==> src/logic/msx_cart_pkg.sv <==
package msx_cart_pkg;

    ////////////////////////////////////////////////////////////////////////////
    // cpu side
    localparam int ADDR_W = 16;

    typedef logic [7:0]        byte_t;
    typedef logic [ADDR_W-1:0] cpu_addr_t;

    // pin mux walk, one step per clock
    typedef enum logic [2:0] {
        LOW_SET, LOW_SAMPLE, HIGH_SET, HIGH_SAMPLE, CTRL_SET, CTRL_SAMPLE, IDLE
    } seq_state_t;

    localparam logic [2:0] MSEL_LOW  = 3'b110;  // A0-A7
    localparam logic [2:0] MSEL_HIGH = 3'b101;  // A8-A15
    localparam logic [2:0] MSEL_CTRL = 3'b011;  // merq, iorq .. m1
    localparam logic [2:0] MSEL_NONE = 3'b111;

    // bit positions on mp during the control step
    localparam int CTRL_MERQ = 0;
    localparam int CTRL_IORQ = 1;
    localparam int CTRL_M1   = 7;

    localparam logic [31:0] BOOT_WARM_CYCLES = 32'd400;

    ////////////////////////////////////////////////////////////////////////////
    // config port 8Fh
    localparam byte_t CFG_PORT       = 8'h8F;
    localparam byte_t CFG_KONAMI     = 8'h04;
    localparam byte_t CFG_KONAMI_SCC = 8'h05;
    localparam byte_t CFG_ASCII16    = 8'h16;
    localparam byte_t CFG_ASCII8     = 8'h08;

    localparam logic [3:0] VOL_SCC  = 4'hF;
    localparam logic [3:0] VOL_PSG  = 4'hE;
    localparam logic [3:0] VOL_OPLL = 4'hD;
    localparam logic [3:0] VOL_BASE = 4'd9;

    typedef enum logic [1:0] {KONAMI, KONAMI_SCC, ASCII16, ASCII8} megaram_type_t;
    typedef logic [3:0] vol_t;

    ////////////////////////////////////////////////////////////////////////////
    // sd card window
    localparam cpu_addr_t SDC_SDATA     = 16'h7C00;
    localparam cpu_addr_t SDC_SDATA_END = 16'h7DFF;
    localparam cpu_addr_t SDC_ENABLE    = 16'h7E00;
    localparam cpu_addr_t SDC_CMD       = 16'h7E01;
    localparam cpu_addr_t SDC_STATUS    = 16'h7E02;
    localparam cpu_addr_t SDC_SADDR     = 16'h7E03;  // 4 bytes, lsb first
    localparam cpu_addr_t SDC_CTYPE     = 16'h7E0F;
    localparam cpu_addr_t SDC_END       = 16'h7EFF;

    localparam int SECTOR_AW = 9;
    typedef logic [SECTOR_AW-1:0] sector_addr_t;

    localparam byte_t READ_IDLE = 8'hFF;

endpackage
==> src/logic/bus_responder.sv <==
`timescale 1ns/1ns

module bus_responder import msx_cart_pkg::*; (
    input  logic  clk108_w,
    input  logic  ram_enabled_w,
    input  logic  sltsl_n_s,
    input  logic  rd_n_s,
    input  byte_t sdc_rdata,
    input  logic  sdc_hit,
    input  byte_t buf_rdata,
    input  logic  buf_hit,
    output byte_t cd_out,
    output logic  datadir
);

    // cartridge drives cd only for its own slot reads
    always_ff @(posedge clk108_w or negedge ram_enabled_w) begin
        if (!ram_enabled_w) begin
            datadir <= 1'b1;
        end else begin
            datadir <= !(!sltsl_n_s && !rd_n_s);
        end
    end

    always_ff @(posedge clk108_w) begin
        if (buf_hit)      cd_out <= buf_rdata;
        else if (sdc_hit) cd_out <= sdc_rdata;
        else              cd_out <= READ_IDLE;  // open bus
    end

    // the two windows never overlap
    a_one_source: assert property (
        @(posedge clk108_w) disable iff (!ram_enabled_w)
        !(sdc_hit && buf_hit)
    ) else $error("register and buffer both claim the read");

endmodule

==> config.mk <==
export PLATFORM = sky130hd
export DESIGN_NAME = bus_responder
export DESIGN_NICKNAME = d
export VERILOG_FILES = /design/src/logic/msx_cart_pkg.sv /design/src/logic/bus_responder.sv
export SDC_FILE = /design/constraint.sdc
export NUM_CORES = 1
export LEC_CHECK = 0
export BUFFER_PORTS_ARGS = -buffer_cell sky130_fd_sc_hd__buf_4
export CORE_MARGIN = 3
export CORE_UTILIZATION = 29
export DETAILED_ROUTE_END_ITERATION = 12
export HOLD_SLACK_MARGIN = 0.05
export MAX_ROUTING_LAYER = met4
export PLACE_DENSITY = 0.67
export RECOVER_POWER = 50
export SYNTH_ARGS = -nofsm -noshare
export SYNTH_HDL_FRONTEND = slang
export SYNTH_SLANG_ARGS = --single-unit
export TNS_END_PERCENT = 20
==> constraint.sdc <==
create_clock -name clk108_w -period 1.2 [get_ports clk108_w]
set_input_delay 0.12 -clock clk108_w [delete_from_list [all_inputs] [get_ports clk108_w]]
set_output_delay 0.12 -clock clk108_w [all_outputs]
set_load 0.01 [all_outputs]
==> results.json <==
{
  "clk_pin_slew_ns": 0.06,
  "hold_path.class": "input port to register",
  "die-width_um": 42.22,
  "synthCells": 30,
  "grt_usage_pct": 10.44,
  "wirelength_um": 858,
  "grt_max_degree": 11,
  "crit_required_ns": 1.08,
  "vias": 327,
  "p_per_area_mw_per_mm2": 1159,
  "ys_warn_count": 0,
  "cts_buffers": 3,
  "crit_family": "flip-flops",
  "setup_viol": 0,
  "synth_top_area_cell": "dfxtp_1",
  "grt-ovfl-total": 0,
  "yosysUniqueCellTypes": 10,
  "area_growth_pct": 60.20,
  "final_util_pct": 52.03,
  "final.min_clock_period_ns": 1.004,
  "hold_viol_final": 0,
  "hpwl_um": 667.2,
  "grt_pass1_wl_mm": 1.366,
  "crit_type": "register to output port",
  "cts_tree": "built",
  "path_cells": "buf_4",
  "vdd_ir_drop_max_uv": 494.1,
  "max_slew_margin_pct": 67.13,
  "pre_cts_ws_ns": 0.4443,
  "htree_levels": 1,
  "cp_num_buf_inv": 1,
  "fp.dieH_um": 42.22,
  "clkSinkCount": 9,
  "synth_area_leaders": "dfxtp_1, a2bb2oi_2, inv_1",
  "wl_met1_um": 318,
  "core_region_area_mm2": 0.001171,
  "drtAntennaViolNets": 0,
  "setup_ws_ns": 0.1955,
  "final_common_cell": "buf_4",
  "highest_layer": "met4",
  "drive_gt1_share_pct": 61.90,
  "multi_input_area_um2": 117.6,
  "drt_iter0_markers": 8,
  "clock-root-buffer": "clkbuf_4",
  "cts_resized": 0,
  "gp_congestion": 0.6700,
  "fin_crit_sh_pct": 83.71,
  "diodes": 0,
  "slowest_delay_ns": 0.52,
  "seq_area_um2": 186.4,
  "fin_cells": 77,
  "wl_met2_um": 461,
  "crit_arrival_ns": 0.88,
  "initial_utilization_pct": 32.48,
  "rsz0062_at_grt": "false",
  "cap_violations": 0,
  "critPathMaxFanout": 1,
  "netlist_area_um2": 380.4,
  "p_leak_nw": 0.3123,
  "routed_via_density": 4.247,
  "wl_met3_um": 64,
  "seq_area_frac_synth_pct": 49.01,
  "synth_area_per_cell_um2": 12.68,
  "drc": 0,
  "fin_nets": 86,
  "clk_path_buf_depth": 2,
  "fillCellCount": 114,
  "dr.pass1.iters": 4,
  "worstSetupEndpointType": "output port",
  "syn-num-nets": 52,
  "ys_ff_latch": 9,
  "finalMaxSlewViolations": 0,
  "crit_path_start_kind": "register",
  "tns_ns": 0,
  "layout_common_cells": "buf_4, inv_1, dfxtp_1, a2bb2oi_2, clkbuf_4",
  "io_buffers": 30,
  "slowest_stage": "dfstp_2",
  "fp-row-count": 12,
  "max_freq_ghz": 0.9955,
  "status": "finished, final reports clean",
  "grt_pass1_vias": 351,
  "die-area_mm2": 0.001782,
  "wl_per_cell_um": 11.14,
  "yosysTopAreaCellShare_pct": 42.11,
  "antenna_found_initial": 0,
  "place_inst": 72,
  "fin_hold_ws_ns": 0.05500,
  "io_pins": 31,
  "tightest_slew_ns": 0.4931
}
-- power breakdown --
part	total (mW)	switching [mW]	internal, mW
registers	0.328	0.00555	0.323
logic	0.149	0.0515	0.0972
clock network	0.229	0.101	0.128
-- per-stage QoR --
| step | area (µm²) | power [mW] |
|---|---|---|
| 3_3_place_gp | 596.8 | 0.4919 |
| 5_1_grt | 609.3 | 0.7509 |
| 3_5_place_dp | 596.8 | 0.4937 |
| 4_1_cts | 633.1 | 0.7249 |
| 6_report | 609.3 | 0.7065 |
| 2_1_floorplan | 380.4 | 0.4079 |
-- per-layer routing --
layer	vias up	global-route usage [%]
li1	163	-
met1	149	9.536
met2	13	18.24
met3	2	3.004
met4	0	7.453
met5	-	-
-- Yosys cell counts (all sizes together) --
| cell | n |
|---|---|
| or2 | 1 |
| nor3b | 1 |
| inv | 8 |
| dfxtp | 8 |
| buf | 2 |
| dfstp | 1 |
| nand2b | 1 |
| a2bb2oi | 7 |
| a21oi | 1 |
-- cell families (layout without fill, tap and decap cells) --
logic type             Yosys count  after routing  synth area share [%]
buffers and inverters           10             43                 14.80
flip-flops                       9              9                 49.01
AO/OA/AOI/OAI                    8              8                 28.95
AND/OR/NAND/NOR                  3              3                 7.238
-- timing repair --
action,4_1_cts,5_1_grt
buffers inserted,0,0
hold buffers,1,0
endpoints found under the hold margin,1,0
-- registers in the layout, indices dropped and copies added (netlist names) --
| name | flops |
|---|---|
| cd_out | 8 |
| datadir | 1 |
-- area by class of cell --
type                            count  area share, %
Timing Repair Buffer               31          37.99
Sequential cell                     9          30.60
Inverter                            8          4.928
Tap cell                           14          2.875
Clock buffer                        4          4.312
Multi-Input combinational cell     11          19.30
-- final timing paths --
check | startpoint | endpoint | depth (start not counted)
setup / recovery | datadir | datadir | 1
hold / removal | sltsl_n_s | datadir | 2
max in group asynchronous | ram_enabled_w | datadir | 2
min in group asynchronous | ram_enabled_w | datadir | 2
No activity file was read; power rests on OpenSTA's default activity.
