===== config.mk =====
export PLATFORM = sky130hd
export DESIGN_NAME = sdc_regs
export DESIGN_NICKNAME = d
export VERILOG_FILES = /design/src/logic/msx_cart_pkg.sv /design/src/logic/sdc_regs.sv
export SDC_FILE = /design/constraint.sdc
export NUM_CORES = 1
export LEC_CHECK = 0
export ABC_CLOCK_PERIOD_IN_PS = 4500
export BUFFER_PORTS_ARGS = -buffer_cell sky130_fd_sc_hd__buf_2
export CORE_UTILIZATION = 40
export CTS_BUF_LIST = sky130_fd_sc_hd__clkbuf_4
export DETAILED_ROUTE_END_ITERATION = 16
export PLACE_DENSITY = 0.69
export SYNTH_ARGS = -nofsm -noshare
export SYNTH_HDL_FRONTEND = slang
export SYNTH_SLANG_ARGS = --single-unit

===== constraint.sdc =====
create_clock -name clk108_w -period 4.5 [get_ports clk108_w]
set_input_delay 0.9 -clock clk108_w [delete_from_list [all_inputs] [get_ports clk108_w]]
set_output_delay 0.9 -clock clk108_w [all_outputs]
set_load 0.05 [all_outputs]

===== src/logic/msx_cart_pkg.sv =====
package msx_cart_pkg;

    ////////////////////////////////////////////////////////////////////////////
    // cpu side
    localparam int ADDR_W = 16;

    typedef logic [7:0]        byte_t;
    typedef logic [ADDR_W-1:0] cpu_addr_t;

    // pin mux walk, one step per clock
    typedef enum logic [2:0] {
        LOW_SET, LOW_SAMPLE, HIGH_SET, HIGH_SAMPLE, CTRL_SET, CTRL_SAMPLE, IDLE
    } seq_state_t;

    localparam logic [2:0] MSEL_LOW  = 3'b110;  // A0-A7
    localparam logic [2:0] MSEL_HIGH = 3'b101;  // A8-A15
    localparam logic [2:0] MSEL_CTRL = 3'b011;  // merq, iorq .. m1
    localparam logic [2:0] MSEL_NONE = 3'b111;

    // bit positions on mp during the control step
    localparam int CTRL_MERQ = 0;
    localparam int CTRL_IORQ = 1;
    localparam int CTRL_M1   = 7;

    localparam logic [31:0] BOOT_WARM_CYCLES = 32'd400;

    ////////////////////////////////////////////////////////////////////////////
    // config port 8Fh
    localparam byte_t CFG_PORT       = 8'h8F;
    localparam byte_t CFG_KONAMI     = 8'h04;
    localparam byte_t CFG_KONAMI_SCC = 8'h05;
    localparam byte_t CFG_ASCII16    = 8'h16;
    localparam byte_t CFG_ASCII8     = 8'h08;

    localparam logic [3:0] VOL_SCC  = 4'hF;
    localparam logic [3:0] VOL_PSG  = 4'hE;
    localparam logic [3:0] VOL_OPLL = 4'hD;
    localparam logic [3:0] VOL_BASE = 4'd9;

    typedef enum logic [1:0] {KONAMI, KONAMI_SCC, ASCII16, ASCII8} megaram_type_t;
    typedef logic [3:0] vol_t;

    ////////////////////////////////////////////////////////////////////////////
    // sd card window
    localparam cpu_addr_t SDC_SDATA     = 16'h7C00;
    localparam cpu_addr_t SDC_SDATA_END = 16'h7DFF;
    localparam cpu_addr_t SDC_ENABLE    = 16'h7E00;
    localparam cpu_addr_t SDC_CMD       = 16'h7E01;
    localparam cpu_addr_t SDC_STATUS    = 16'h7E02;
    localparam cpu_addr_t SDC_SADDR     = 16'h7E03;  // 4 bytes, lsb first
    localparam cpu_addr_t SDC_CTYPE     = 16'h7E0F;
    localparam cpu_addr_t SDC_END       = 16'h7EFF;

    localparam int SECTOR_AW = 9;
    typedef logic [SECTOR_AW-1:0] sector_addr_t;

    localparam byte_t READ_IDLE = 8'hFF;

endpackage

===== src/logic/sdc_regs.sv =====
`timescale 1ns/1ns

module sdc_regs import msx_cart_pkg::*; (
    input  logic        clk108_w,
    input  logic        ram_enabled_w,
    input  cpu_addr_t   addr,
    input  byte_t       cd_in,
    input  logic        merq_n,
    input  logic        iorq_n,
    input  logic        m1_n,
    input  logic        sltsl_n_s,
    input  logic        rd_n_s,
    input  logic        wr_n_s,
    input  logic        sd_busy,
    input  logic        sd_done,
    input  logic        sd_crc_error,
    input  logic        sd_timeout_error,
    input  logic [1:0]  sd_card_type,
    output logic        sd_rstart,
    output logic        sd_wstart,
    output logic [31:0] sd_sector,
    output byte_t       sdc_rdata,
    output logic        sdc_hit,
    output logic        sd_en
);

    logic en_wr, sd_cs;

    // the enable register is reachable even while the window is closed
    assign en_wr = !sltsl_n_s && iorq_n && !wr_n_s && addr == SDC_ENABLE;
    assign sd_cs = sd_en && !sltsl_n_s && !merq_n && iorq_n && m1_n
                 && addr >= SDC_ENABLE && addr <= SDC_END;

    ////////////////////////////////////////////////////////////////////////////
    // control
    always_ff @(posedge clk108_w or negedge ram_enabled_w) begin
        if (!ram_enabled_w) begin
            sd_en     <= 1'b0;
            sd_rstart <= 1'b0;
            sd_wstart <= 1'b0;
            sdc_hit   <= 1'b0;
        end else begin
            if (en_wr) sd_en <= cd_in[0];
            if (sd_cs && !wr_n_s && addr == SDC_CMD) begin
                sd_rstart <= sd_rstart | cd_in[0];
                sd_wstart <= sd_wstart | cd_in[1];
            end
            if (sd_done) begin  // card engine finished, drop both requests
                sd_rstart <= 1'b0;
                sd_wstart <= 1'b0;
            end
            sdc_hit <= sd_cs && !rd_n_s;
        end
    end

    ////////////////////////////////////////////////////////////////////////////
    // sector number and readback
    always_ff @(posedge clk108_w) begin
        if (sd_cs && !wr_n_s) begin
            case (addr)
                SDC_SADDR:          sd_sector[7:0]   <= cd_in;
                SDC_SADDR + 16'd1:  sd_sector[15:8]  <= cd_in;
                SDC_SADDR + 16'd2:  sd_sector[23:16] <= cd_in;
                SDC_SADDR + 16'd3:  sd_sector[31:24] <= cd_in;
                default: ;
            endcase
        end
        if (sd_cs && !rd_n_s) begin
            case (addr)
                SDC_ENABLE: sdc_rdata <= {7'b0, sd_en};
                SDC_STATUS: sdc_rdata <= {sd_busy, 5'b0, sd_timeout_error, sd_crc_error};
                SDC_CTYPE:  sdc_rdata <= {6'b0, sd_card_type};
                default:    sdc_rdata <= READ_IDLE;
            endcase
        end
    end

    a_done_clears_start: assert property (
        @(posedge clk108_w) disable iff (!ram_enabled_w)
        sd_done |=> (!sd_rstart && !sd_wstart)
    ) else $error("sd start request survived sd_done");

endmodule


==> impl_metrics.ini <==
[sta]
finalCritPeriodShare_pct = 59.4
rsz0062_at_grt = no
setup_viol = 0
slew_violations = 0
worst_pin_slew_ns = 1.00
final_hold_viol_count = 0
fin_setup_tns_ns = 0
clock.fmax_mhz = 374
period_needed_ns = 2.67
clock_skew_ns = 0.00879
relSlewSlack_pct = 32.2

[logic_synthesis]
async_flop_share_pct = 10.0
ys_warn_count = 0
ys_seq_elements = 40
synth_flop_cell = edfxtp_1
synth-edff-count = 36
netlist_area_sq_um = 1500
yosysSeqAreaShare_pct = 78.9
synth.avg_cell_area_sq_um = 17.2
syn-num-nets = 125
syn_inst = 87
ys_types = 31

[clock_tree]
ctsResizeCount = 0
htree_levels = 2
hold_buffers = 0
post_cts_buffers = 0
cts.clk_slew.worst_paths_ns = 0.10
cts.path.max_buffers = 2
clkSinkCount = 40
cts_tree = yes
insertion_delay_ns = 0.32
cts_inserted_buffers = 5
cts_root_buf = clkbuf_4

[global_route]
track_usage_pct = 16.6
antenna_found_initial = 0
grt_pass1_vias = 1052
grt_max_degree = 13
grt_pass1_wl_um = 4900
overflow = 0

[cells_and_area]
finalNonFillerCells = 218
drive_gt1_share_pct = 54.7
diodes = 0
layout_commonest_cell = buf_2
layout_common_cells = buf_2, edfxtp_1, nor2_1, clkbuf_4, dfrtp_1
nets = 210
area_delta_synth_final_pct = 36.2

[drt]
wl_met1_um = 1140
met2_length_um = 1700
dr.max_layer_used = met4
drt_iter0_drc = 12
antenna_left = 0
routedWlPerCell_um = 13.9
viasPerCell = 4.84
num_vias = 1055
wirelength_um = 3040
route.met3.wl_um = 141
drcViolationCount = 0
firstDrtPassIters = 4

[placement]
place.gp.congestion = 0.791
dp.cells = 211
port_buffers = 81
post-dp-hpwl_um = 2350

[power_and_ir_drop]
ir_worst_vdd_uv = 196
power.density_nw_per_um2 = 346
power.leakage_nw = 0.880

[critical_path]
critPathSlowestCell = nor4b_1
critPathBufInv = 1
path_cells = buf_2 -> or4bb_1 -> nor2_1 -> nor4b_1
crit_family = simple AND/OR/NAND/NOR gates
required_ns = 4.45
critPathCaptureType = flop
cp-start-kind = primary input
cpPeakStageDelay_ns = 0.85
cp.arrival_ns = 2.62
crit_fanout = 5
critPathKind = in2reg

[floorplan]
start_util_pct = 43.1
die_x_um = 63.2
die_h_um = 63.2
dieArea_sq_um = 3990
fp-row-count = 21
core_sq_um = 3470
ios = 82

[run]
maxCapViolCount = 0

[min_path]
hold_class = in2async

[outcome]
status = finished clean
==> synth_stat cells, types with 2 or more instances <==
master | number | area share (%)
nor3_1 | 3 | 1.0
a31oi_1 | 2 | 0.84
and3_1 | 2 | 0.84
nor4_1 | 2 | 0.84
nand3_1 | 2 | 0.67
nand4b_1 | 2 | 1.2
buf_4 | 4 | 2.0
edfxtp_1 | 36 | 72
nor2_1 | 7 | 1.8
nand2_1 | 3 | 0.75
dfrtp_1 | 4 | 6.7
==> registers in the layout, summed over array words and instances, names as in the netlist <==
signal,cells
sd_sector,32
sdc_rdata,4
sd_en,1
sd_rstart,1
sd_wstart,1
sdc_hit,1
==> final timing paths <==
check	slack, ns	to	cells past startpoint	start
max in group asynchronous	4.02	sd_en	1	ram_enabled_w
min in group clk108_w	0.51	sd_wstart	2	sd_wstart
hold reg to reg	0.51	sd_wstart	2	sd_wstart
hold / removal	0.36	sdc_hit	1	ram_enabled_w
setup reg to reg	2.17	sdc_rdata[7]	3	sd_en
setup / recovery	1.83	sdc_rdata[7]	4	addr[15]
==> through the flow <==
stage / power, mW / instance area, sq um / hold WS [ns] / util [%] / setup WS (ns)
after detailed placement: 0.441 / 1940 / 0.482 / 56.0 / 1.48
after global placement: 0.440 / 1940 / 0.486 / 56.0 / 1.63
final: 0.705 / 2040 / 0.357 / 58.8 / 1.83
after CTS: 0.712 / 2040 / 0.342 / 58.8 / 1.84
after global routing: 0.733 / 2040 / 0.330 / 58.8 / 1.74
after floorplan: 0.419 / 1500 / 0.604 / - / 1.68
==> layout make-up <==
| cell class | count | area (sq um) |
|---|---|---|
| fillers | 308 | 1430 |
| flip-flops and latches | 40 | 1180 |
| repair buffers | 83 | 420 |
| multi-input cells | 41 | 278 |
| clock inverters | 2 | 60.1 |
| well taps | 46 | 57.6 |
| clock buffers | 5 | 37.5 |
| inverters | 1 | 3.75 |
==> logic make-up (layout without fill, tap and decap cells) <==
kind of cell | count (synthesis) | in the layout | share of synthesized area (%)
buf+inv | 6 | 91 | 2.51
flops | 40 | 40 | 78.9
simple gates | 32 | 32 | 13.8
compound gates | 7 | 7 | 3.09
mux | 2 | 2 | 1.67
==> report_power, final <==
group	switching (mW)	internal [mW]	total, mW
registers	0.00000112	0.403	0.403
clock network	0.103	0.170	0.273
logic	0.0146	0.0147	0.0294
total	0.117	0.588	0.705
==> metal layers <==
metal	GRT usage, %	vias to the layer above
li1	-	507
met1	17.9	496
met2	29.8	46
met3	4.53	6
met4	7.85	0
met5	0	-
No activity file was read; power rests on OpenSTA's default activity.
