===== src/logic/msx_cart_pkg.sv =====
package msx_cart_pkg;

    ////////////////////////////////////////////////////////////////////////////
    // cpu side
    localparam int ADDR_W = 16;

    typedef logic [7:0]        byte_t;
    typedef logic [ADDR_W-1:0] cpu_addr_t;

    // pin mux walk, one step per clock
    typedef enum logic [2:0] {
        LOW_SET, LOW_SAMPLE, HIGH_SET, HIGH_SAMPLE, CTRL_SET, CTRL_SAMPLE, IDLE
    } seq_state_t;

    localparam logic [2:0] MSEL_LOW  = 3'b110;  // A0-A7
    localparam logic [2:0] MSEL_HIGH = 3'b101;  // A8-A15
    localparam logic [2:0] MSEL_CTRL = 3'b011;  // merq, iorq .. m1
    localparam logic [2:0] MSEL_NONE = 3'b111;

    // bit positions on mp during the control step
    localparam int CTRL_MERQ = 0;
    localparam int CTRL_IORQ = 1;
    localparam int CTRL_M1   = 7;

    localparam logic [31:0] BOOT_WARM_CYCLES = 32'd400;

    ////////////////////////////////////////////////////////////////////////////
    // config port 8Fh
    localparam byte_t CFG_PORT       = 8'h8F;
    localparam byte_t CFG_KONAMI     = 8'h04;
    localparam byte_t CFG_KONAMI_SCC = 8'h05;
    localparam byte_t CFG_ASCII16    = 8'h16;
    localparam byte_t CFG_ASCII8     = 8'h08;

    localparam logic [3:0] VOL_SCC  = 4'hF;
    localparam logic [3:0] VOL_PSG  = 4'hE;
    localparam logic [3:0] VOL_OPLL = 4'hD;
    localparam logic [3:0] VOL_BASE = 4'd9;

    typedef enum logic [1:0] {KONAMI, KONAMI_SCC, ASCII16, ASCII8} megaram_type_t;
    typedef logic [3:0] vol_t;

    ////////////////////////////////////////////////////////////////////////////
    // sd card window
    localparam cpu_addr_t SDC_SDATA     = 16'h7C00;
    localparam cpu_addr_t SDC_SDATA_END = 16'h7DFF;
    localparam cpu_addr_t SDC_ENABLE    = 16'h7E00;
    localparam cpu_addr_t SDC_CMD       = 16'h7E01;
    localparam cpu_addr_t SDC_STATUS    = 16'h7E02;
    localparam cpu_addr_t SDC_SADDR     = 16'h7E03;  // 4 bytes, lsb first
    localparam cpu_addr_t SDC_CTYPE     = 16'h7E0F;
    localparam cpu_addr_t SDC_END       = 16'h7EFF;

    localparam int SECTOR_AW = 9;
    typedef logic [SECTOR_AW-1:0] sector_addr_t;

    localparam byte_t READ_IDLE = 8'hFF;

endpackage

===== src/logic/cart_config.sv =====
`timescale 1ns/1ns

module cart_config import msx_cart_pkg::*; (
    input  logic          clk108_w,
    input  logic          ram_enabled_w,
    input  cpu_addr_t     addr,
    input  byte_t         cd_in,
    input  logic          iorq_n,
    input  logic          m1_n,
    input  logic          wr_n_s,
    output megaram_type_t megaram_type,
    output logic          scc_enable,
    output vol_t          scc_vol,
    output vol_t          psg_vol,
    output vol_t          opll_vol
);

    logic cfg_wr;

    // i/o write to 8Fh, not an interrupt acknowledge
    assign cfg_wr = !iorq_n && m1_n && !wr_n_s && addr[7:0] == CFG_PORT;

    always_ff @(posedge clk108_w or negedge ram_enabled_w) begin
        if (!ram_enabled_w) begin
            megaram_type <= KONAMI_SCC;
            scc_enable   <= 1'b1;
            scc_vol      <= '0;
            psg_vol      <= '0;
            opll_vol     <= '0;
        end else if (cfg_wr) begin
            case (cd_in)
                CFG_KONAMI:     begin megaram_type <= KONAMI;     scc_enable <= 1'b0; end
                CFG_KONAMI_SCC: begin megaram_type <= KONAMI_SCC; scc_enable <= 1'b1; end
                CFG_ASCII16:    begin megaram_type <= ASCII16;    scc_enable <= 1'b0; end
                CFG_ASCII8:     begin megaram_type <= ASCII8;     scc_enable <= 1'b0; end
                default: ;
            endcase
            case (cd_in[7:4])  // attenuation, wraps mod 16
                VOL_SCC:  scc_vol  <= VOL_BASE - cd_in[3:0];
                VOL_PSG:  psg_vol  <= VOL_BASE - cd_in[3:0];
                VOL_OPLL: opll_vol <= VOL_BASE - cd_in[3:0];
                default: ;
            endcase
        end
    end

endmodule


===== config.mk =====
export PLATFORM = sky130hd
export DESIGN_NAME = cart_config
export DESIGN_NICKNAME = d
export VERILOG_FILES = /design/src/logic/msx_cart_pkg.sv /design/src/logic/cart_config.sv
export SDC_FILE = /design/constraint.sdc
export NUM_CORES = 1
export LEC_CHECK = 0
export BUFFER_PORTS_ARGS = -buffer_cell sky130_fd_sc_hd__buf_2
export CORE_MARGIN = 2
export CORE_UTILIZATION = 40
export DETAILED_ROUTE_END_ITERATION = 10
export PLACE_DENSITY = 0.7
export SYNTH_ARGS = -nofsm -noshare
export SYNTH_HDL_FRONTEND = slang
export SYNTH_SLANG_ARGS = --single-unit

===== constraint.sdc =====
create_clock -name clk108_w -period 1.8 [get_ports clk108_w]
set_input_delay 0.54 -clock clk108_w [delete_from_list [all_inputs] [get_ports clk108_w]]
set_output_delay 0.54 -clock clk108_w [all_outputs]
set_load 0.05 [all_outputs]

==> results of run 1 <==
final cells by class:
| type | count | area (sq um) |
|---|---|---|
| multi-input cells | 42 | 382 |
| repair buffers | 42 | 228 |
| well taps | 25 | 31.3 |
| fillers | 170 | 712 |
| clock buffers | 4 | 26.3 |
| inverters | 7 | 26.3 |
| flip-flops and latches | 15 | 378 |
placed cells by master, fill, tap and decap left out, drive strengths merged, types with 3 or more instances in the layout:
cell / count
dfrtp: 13
mux2: 9
buf: 42
inv: 7
mux2i: 3
clkbuf: 4
routing by layer:
layer | GRT usage [%] | routed length (um)
met5 | 0 | 0
met4 | 8.11 | 28
met3 | 4.44 | 73
met2 | 22.9 | 853
met1 | 22.1 | 728
report_power, final:
group | total (mW) | internal (mW) | switching (mW)
Combinational | 0.0764 | 0.0351 | 0.0413
Clock | 0.192 | 0.0860 | 0.106
Sequential | 0.337 | 0.337 | 0.000178
Total | 0.606 | 0.458 | 0.147
worst paths after layout:
kind	end	cells after the start
max	scc_enable$_DFFE_PN1P_	5
min	megaram_type[1]$_DFFE_PN0P_	1
max in group asynchronous	scc_enable$_DFFE_PN1P_	1
min in group clk108_w	scc_enable$_DFFE_PN1P_	2
min reg2reg	scc_enable$_DFFE_PN1P_	2
max reg2reg	scc_enable$_DFFE_PN1P_	2
kinds of logic after synthesis:
family	count (synthesis)	share of synthesized area (%)
mux	12	16.9
buf+inv	9	4.49
fa+ha+maj	1	1.60
simple gates	20	19.6
flops	15	48.5
xor+xnor	2	2.25
compound gates	7	6.74
state kept, by name, summed over array words and instances, names as in the netlist:
register	count
megaram_type	2
opll_vol	4
psg_vol	4
scc_enable	1
scc_vol	4
repair_timing:
| item | 4_1_cts | 5_1_grt |
|---|---|---|
| gates resized for setup | 0 | 1 |
| buffers inserted | 0 | 0 |
| endpoints found under the setup margin | 0 | 2 |
==> summary.md, run 1 <==
| Metric | Value |
|---|---|
| Register bit total from synthesis | `15` |
| Crit path max fanout | `4` |
| Arrival time of the worst setup path | `about 1900 ps` |
| Post-placement cell count | `131` |
| Final worst path period need | `1640 ps` |
| Number of max-slew violations in the final report | `0` |
| Maximum cell stage delay along the critical path | `530 ps` |
| Final cell area excluding filler cells | `about 1100 sq um` |
| Worst hold path class | `in2async` |
| Required time reported for the critical path endpoint | `2010 ps` |
| Final GP Congestion | `0.807` |
| TritonRoute pass-1 iters | `1` |
| Number of endpoints with negative hold slack in the final report | `0` |
| Die width | `48.1 um` |
| Pin count of the biggest net entering global routing | `16` |
| Post-route worst hold slack | `around 140 ps` |
| Via count of the first global-routing pass | `579` |
| Status | `finished, final reports clean` |
| Total Negative Setup Slacks | `0 ps` |
| Net count reported at finish | `~140` |
| Yosys warns | `0` |
| Total wire length | `1680 um` |
| Count of buffers inserted at the top-level ports | `35` |
| Number of ports placed on the die boundary | `44` |
| Post-synth ARST share | `100%` |
| Crit. Startpoint | `addr[5]` |
| Number of remaining DRC errors | `0` |
| Peak clock frequency supported by timing | `a little over 0.6 GHz` |
| First-pass GRT wire length | `2510 um` |
| Crit share post-route | `91.2%` |
| Antenna violations before repair | `0` |
| Kind of cell adding the most delay to the critical path | `simple AND/OR/NAND/NOR gates` |
| PnR Total Power | `0.606 mW` |
| Die ar. | `2320 sq um` |
| Yosys top cell by area | `sky130_fd_sc_hd__dfrtp_1` |
| Remaining global-route overflow | `0` |
| Unrepaired setup endpoints after global routing | `false` |
| Synth-to-layout area growth | `37.4%` |
| Clock tree root driver cell | `sky130_fd_sc_hd__clkbuf_4` |
| CTS tree | `built` |
| Largest cells by area after synthesis | `sky130_fd_sc_hd__dfrtp_1, sky130_fd_sc_hd__mux2_2, sky130_fd_sc_hd__dfstp_2, sky130_fd_sc_hd__mux2i_1, sky130_fd_sc_hd__inv_1` |
| Average wire per cell in the routed design | `12.5 um` |
| Sequential-to-total area share from yosys stat | `48.5%` |
| Number of standard cells in the final layout excluding fillers | `135` |
| Launch point of the worst reg-to-reg path | `scc_enable$_DFFE_PN1P_` |
| Dominant cell by count in the synthesized netlist | `sky130_fd_sc_hd__dfrtp_1` |
| Power density of the placed cells | `566 nW/um^2` |
| Register-to-register path setup slack | `1020 ps` |
| Placement-stage worst setup slack | `-212 ps` |
| Starting density of the core | `43.7%` |
| Unique masters post-synth | `32` |
| Crit Path Category | `in2reg` |
| Routed vias | `654` |
| Crit path launch type | `input port` |
| Static leakage | `0.593 nW` |
| Critical path buffers and inverters | `1` |
| Kind of end point of the critical path | `flop` |
| Slew at the pin with the worst max-slew slack | `~340 ps` |
| DPL Wire Length | `1280 um` |
| Finished Core Util | `60.1%` |
| Mean area per synthesized cell | `11.8 sq um` |
| Final WS setup | `between 150 and 200 ps` |
| H-Tree Depth | `1` |
| MaxCap Viol Count | `0` |
| Count of routing violations after the opening detailed-route iteration | `0` |
| Most used flip-flop cell after synthesis | `sky130_fd_sc_hd__dfrtp_1` |
| Syn Std Cell Area | `779 sq um` |
| Number of enable flip-flop cells after synthesis | `0` |
| Layout cells sized above 1 | `57.3%` |
| Setup violations, final | `0` |
| Proportion of netlist area held by the largest area contributor | `41.7%` |
| Worst skew pair latency | `around 280 ps` |
| Total routing usage reported by global routing | `16.0%` |
| Longest Clk Path Bufs | `2` |
| CORE AREA | `approximately 1800 sq um` |
| DR vias/cell | `between 4 and 5` |
| Cell type of the slowest stage on the worst timing path | `sky130_fd_sc_hd__or4_4` |
| Cts bufs inserted | `3` |
| Hold_buf cts | `0` |
| Clock slew at the register clock pins of the worst setup and hold paths | `90 ps` |
| Overall die height | `between 40 and 50 um` |
| Top cell types by occurrence after synthesis | `sky130_fd_sc_hd__dfrtp_1, sky130_fd_sc_hd__mux2_2, sky130_fd_sc_hd__inv_1` |
| Remaining antenna violation count | `0` |
| Post-placement cell area | `slightly above 1000 sq um` |
| Total inserted antenna cells | `0` |
| Row Count | `15` |
| Worst slew margin | `77.5%` |
| Number of instances in the synthesized netlist | `66` |
| Cell Chain, Critical Path | `buf_2, or3_4, or4_4, nor3_4, o22ai_1` |
| Final Skew | `0 ps` |
| Maximum vdd drop | `0.000417 V` |
| Nets in the synthesized netlist | `96` |
| Clk sink count | `15` |
(Power assumes the default switching activity.)
==> inputs of run 2 (changes only) <==
- clock period: 1.8 -> 1.6 ns (I/O delays scaled with it)
==> summary.md, run 2 (same netlist as run 1, synthesis figures left out) <==
| Metric | Value |
|---|---|
| Remaining antenna violation count | `0 (unchanged)` |
| Clk sink count | `15 (unchanged)` |
| Worst slew margin | `77.5% (about the same)` |
| CTS tree | `built` |
| Via count of the first global-routing pass | `595 (+2.8%)` |
| Total Negative Setup Slacks | `0 ps (unchanged)` |
| Die width | `48.1 um (unchanged)` |
| Final worst path period need | `1570 ps` |
| H-Tree Depth | `1 (unchanged)` |
| Count of routing violations after the opening detailed-route iteration | `1 (+1)` |
| First-pass GRT wire length | `2460 um (-2.2%)` |
| Synth-to-layout area growth | `41.4%` |
| Arrival time of the worst setup path | `1770 ps (-90 ps)` |
| Clock slew at the register clock pins of the worst setup and hold paths | `90 ps (about the same)` |
| Largest registers in the final layout | `opll_vol x4, psg_vol x4, scc_vol x4` |
| Hold_buf cts | `0 (unchanged)` |
| Post-route worst hold slack | `88.2 ps (-56.4 ps)` |
| Total routing usage reported by global routing | `15.9% (-0.14 points)` |
| Row Count | `15 (unchanged)` |
| Finished Core Util | `61.8% (+1.8 points)` |
| Number of remaining DRC errors | `0 (unchanged)` |
| Remaining global-route overflow | `0 (unchanged)` |
| Longest Clk Path Bufs | `2 (unchanged)` |
| Cts bufs inserted | `3 (unchanged)` |
| Clock tree root driver cell | `sky130_fd_sc_hd__clkbuf_4` |
| Die ar. | `2320 sq um (unchanged)` |
| Number of max-slew violations in the final report | `0 (unchanged)` |
| Worst hold path class | `in2async` |
| Layout cells sized above 1 | `58.4% (+1.1 points)` |
| Slew at the pin with the worst max-slew slack | `337 ps (-0.674 ps)` |
| Crit. Startpoint | `cd_in[5]` |
| DPL Wire Length | `1320 um (+3.2%)` |
| CORE AREA | `1780 sq um (unchanged)` |
| Crit path launch type | `input port` |
| Average wire per cell in the routed design | `11.7 um (-5.8%)` |
| Antenna violations before repair | `0 (unchanged)` |
| Net count reported at finish | `144 (+2.1%)` |
| Final Skew | `0 ps (unchanged)` |
| Power density of the placed cells | `619 nW/um^2 (+9.4%)` |
| Kind of end point of the critical path | `flop` |
| Number of endpoints with negative hold slack in the final report | `0 (unchanged)` |
| Overall die height | `48.1 um (unchanged)` |
| Final GP Congestion | `0.706 (-12%)` |
| Routed vias | `666 (+1.8%)` |
| Number of ports placed on the die boundary | `44 (unchanged)` |
| Worst skew pair latency | `280 ps (about the same)` |
| Total wire length | `1620 um (-3.7%)` |
| DR vias/cell | `4.83 (-0.38%)` |
| Status | `finished, final reports clean` |
| Count of buffers added by post-CTS timing repair for setup | `0 (unchanged)` |
| Required time reported for the critical path endpoint | `1810 ps (-200 ps)` |
| Count of buffers inserted at the top-level ports | `35 (unchanged)` |
| Total inserted antenna cells | `0 (unchanged)` |
| TritonRoute pass-1 iters | `2 (+1)` |
| Launch point of the worst reg-to-reg path | `scc_enable$_DFFE_PN1P_` |
| Unrepaired setup endpoints after global routing | `false` |
| Most frequent cells in the layout | `sky130_fd_sc_hd__buf_2, sky130_fd_sc_hd__dfrtp_1, sky130_fd_sc_hd__buf_4, sky130_fd_sc_hd__mux2_2, sky130_fd_sc_hd__inv_1` |
| Crit share post-route | `97.8%` |
| Crit path max fanout | `4 (unchanged)` |
| MaxCap Viol Count | `0 (unchanged)` |
| Starting density of the core | `43.7% (unchanged)` |
| Pin count of the biggest net entering global routing | `16 (unchanged)` |
| Placement-stage worst setup slack | `-266 ps (-54.6 ps)` |
| Peak clock frequency supported by timing | `0.639 GHz` |
| PnR Total Power | `0.682 mW (+13%)` |
| Crit Path Category | `in2reg` |
| Setup violations, final | `0 (unchanged)` |
| Leading cell type in the layout, fill and taps excluded | `sky130_fd_sc_hd__buf_2` |
| Final WS setup | `34.5 ps (-123 ps)` |
| Maximum vdd drop | `0.000516 V (+24%)` |
| Static leakage | `0.609 nW (+2.6%)` |
-- run 2: cell types whose count changed in the layout (fill, tap and decap cells not counted) --
| cell | before | now |
|---|---|---|
| sky130_fd_sc_hd__buf_2 | 35 | 33 |
| sky130_fd_sc_hd__clkbuf_4 | 3 | 4 |
| sky130_fd_sc_hd__buf_4 | 7 | 10 |
| sky130_fd_sc_hd__buf_6 | 0 | 1 |
-- run 2: final cells by class --
class / count / area [sq um]
clock buffer: 4 / 26.3
fill: 155 / 681
inverter: 7 / 26.3
multi-input combinational: 42 / 382
sequential: 15 / 378
tap: 25 / 31.3
timing repair buffer: 45 / 259
-- run 2: path summary, 6_finish.rpt --
check | endpoint | slack [ps] | depth (start not counted)
min in group clk108_w | scc_enable$_DFFE_PN1P_ | 490 | 2
worst min register to register | scc_enable$_DFFE_PN1P_ | 490 | 2
worst min-delay path | scc_vol[2]$_DFFE_PN0P_ | 90 | 1
worst max register to register | scc_enable$_DFFE_PN1P_ | 800 | 2
max in group asynchronous | megaram_type[0]$_DFFE_PN1P_ | 1220 | 1
worst max-delay path | scc_enable$_DFFE_PN1P_ | 30 | 5
-- run 2: repair_timing --
item | CTS | global route
resized for setup | 0 | 2
hold endpoints to repair | 0 | 0
endpoints found under the setup margin | 0 | 3
-- run 2: worst max-delay path, stage by stage --
cell,delay (ps)
sky130_fd_sc_hd__buf_2,100
sky130_fd_sc_hd__or3_1,350
sky130_fd_sc_hd__or4_4,540
sky130_fd_sc_hd__nor3_4,200
sky130_fd_sc_hd__o22ai_1,100
-- run 2: metrics by stage --
stage	instance area [sq um]	instances
after floorplan	795	66
after global placement	1070	134
after detailed placement	1070	134
after CTS	1090	138
after global routing	1100	138
final	1100	138
-- run 2: routing by layer --
metal	vias up	global-route usage (%)	routed length [um]
met3	2	2.96	122
met4	0	9.73	12
met5	-	0	0
li1	330	-	-
met1	310	20.3	696
met2	24	24.7	789
-- run 2: power breakdown --
part | internal [mW] | switching, mW | total, mW
registers | 0.379 | 0.000196 | 0.380
logic | 0.0440 | 0.0440 | 0.0880
clock network | 0.0967 | 0.118 | 0.215
==> inputs of run 3 (changes only) <==
- BUFFER_PORTS_ARGS: -buffer_cell sky130_fd_sc_hd__buf_2 -> unset
- DONT_BUFFER_PORTS: unset -> 1
- PLACE_DENSITY: 0.7 -> 0.5
==> summary.md, run 3 (same netlist as run 1, synthesis figures left out) <==
| Metric | Value |
|---|---|
| Status | `finished, final reports clean` |
| Worst hold path class | `in2reg` |
| Largest registers in the final layout | `opll_vol x4, psg_vol x4, scc_vol x4` |
| Kind of end point of the critical path | `primary output` |
| Total wire length | `1510 um (-6.8%)` |
| MaxCap Viol Count | `0 (unchanged)` |
| Die ar. | `2320 sq um (unchanged)` |
| Static leakage | `0.446 nW (-27%)` |
| Clock slew at the register clock pins of the worst setup and hold paths | `90 ps (about the same)` |
| Worst skew pair latency | `280 ps (about the same)` |
| Remaining antenna violation count | `0 (unchanged)` |
| Number of max-slew violations in the final report | `0 (unchanged)` |
| Clk sink count | `15 (unchanged)` |
| Worst slew margin | `59.4% (-18 points)` |
| Number of ports placed on the die boundary | `44 (unchanged)` |
| Post-route worst hold slack | `279 ps (+190 ps)` |
| Count of buffers inserted at the top-level ports | `0 (-100%)` |
| Final Skew | `0 ps (unchanged)` |
| Count of routing violations after the opening detailed-route iteration | `3 (+2)` |
| Slew at the pin with the worst max-slew slack | `607 ps (+270 ps)` |
| CORE AREA | `1780 sq um (unchanged)` |
| Routed vias | `523 (-21%)` |
| Crit path max fanout | `2 (-2)` |
| Number of endpoints with negative hold slack in the final report | `0 (unchanged)` |
| Leading cell type in the layout, fill and taps excluded | `sky130_fd_sc_hd__dfrtp_1` |
| Count of buffers added by post-CTS timing repair for setup | `0 (unchanged)` |
| TritonRoute pass-1 iters | `2 (unchanged)` |
| Total routing usage reported by global routing | `15.6% (-0.25 points)` |
| Average wire per cell in the routed design | `15.1 um (+29%)` |
| Power density of the placed cells | `705 nW/um^2 (+14%)` |
| Antenna violations before repair | `0 (unchanged)` |
| Arrival time of the worst setup path | `990 ps (-780 ps)` |
| Pin count of the biggest net entering global routing | `14 (-2)` |
| Net count reported at finish | `106 (-26%)` |
| DPL Wire Length | `1170 um (-11%)` |
| Synth-to-layout area growth | `15.6%` |
| Peak clock frequency supported by timing | `0.681 GHz (+6.7%)` |
| Crit share post-route | `91.7% (-6.1 points)` |
| Die width | `48.1 um (unchanged)` |
| Layout cells sized above 1 | `34.7% (-24 points)` |
| Setup violations, final | `0 (unchanged)` |
| Overall die height | `48.1 um (unchanged)` |
| Fill cells | `168 (+8.4%)` |
| Cts bufs inserted | `3 (unchanged)` |
| Maximum vdd drop | `0.000523 V (+1.4%)` |
| Crit path launch type | `flop` |
| Total inserted antenna cells | `0 (unchanged)` |
| Final worst path period need | `1470 ps (-98.1 ps)` |
| Clock tree root driver cell | `sky130_fd_sc_hd__clkbuf_4` |
| Longest Clk Path Bufs | `2 (unchanged)` |
| First-pass GRT wire length | `2450 um (-0.29%)` |
| Required time reported for the critical path endpoint | `1120 ps (-690 ps)` |
| DR vias/cell | `5.23 (+8.4%)` |
| Most frequent cells in the layout | `sky130_fd_sc_hd__dfrtp_1, sky130_fd_sc_hd__mux2_2, sky130_fd_sc_hd__inv_1, sky130_fd_sc_hd__buf_4` |
| Via count of the first global-routing pass | `539 (-9.4%)` |
| Unrepaired setup endpoints after global routing | `false` |
| Starting density of the core | `43.7% (unchanged)` |
| Row Count | `15 (unchanged)` |
| H-Tree Depth | `1 (unchanged)` |
| Crit Path Category | `reg2out` |
| Post-placement cell area | `855 sq um (-20%)` |
| Final cell area excluding filler cells | `901 sq um (-18%)` |
| Final GP Congestion | `0.754 (+6.8%)` |
| CTS tree | `built` |
| Number of remaining DRC errors | `0 (unchanged)` |
| Remaining global-route overflow | `0 (unchanged)` |
run 3: area by class of cell:
class,count,area [sq um],area share [%]
well taps,25,31.3,3.47
flip-flops and latches,15,378,41.9
clock buffers,4,26.3,2.92
inverters,7,26.3,2.92
repair buffers,7,57.6,6.39
multi-input cells,42,382,42.4
run 3: path summary, 6_finish.rpt:
path | end | slack, ps | cells past startpoint | startpoint
max | megaram_type[0] | 130 | 0 | megaram_type[0]$_DFFE_PN1P_
min | scc_vol[0]$_DFFE_PN0P_ | 280 | 1 | cd_in[0]
max reg2reg | psg_vol[2]$_DFFE_PN0P_ | 560 | 1 | psg_vol[2]$_DFFE_PN0P_
min reg2reg | scc_enable$_DFFE_PN1P_ | 620 | 2 | scc_enable$_DFFE_PN1P_
max in group asynchronous | psg_vol[3]$_DFFE_PN0P_ | 560 | 1 | ram_enabled_w
min in group asynchronous | megaram_type[0]$_DFFE_PN1P_ | 600 | 1 | ram_enabled_w
run 3: layer usage:
layer,vias up,part of all wire (%),global-route usage [%]
met2,18,49,23.7
met4,0,0.79,3.24
met1,252,41,20.4
li1,251,-,-
met5,-,0,0
met3,2,8.9,7.41
run 3: where the power goes:
group	switching [mW]	internal, mW
logic	0.0228	0.0212
clock network	0.113	0.0967
registers	0.00187	0.379
run 3: what timing repair did:
action | 4_1_cts | 5_1_grt
hold buffers | 1 | 1
endpoints found under the hold margin | 13 | 2
resized for setup | 0 | 0
run 3: metrics by stage:
step                cells  power [mW]  setup TNS (ps)  worst slack (ps)  utilization [%]
floorplan              66       0.421            -711              -115                -
finish                100       0.635               0               133             50.5
global placement       94       0.422           -2120              -171             47.9
global route          100       0.675               0              81.1             50.5
detailed placement     94       0.423           -2300              -185             47.9
CTS                    99       0.650               0               119             50.0
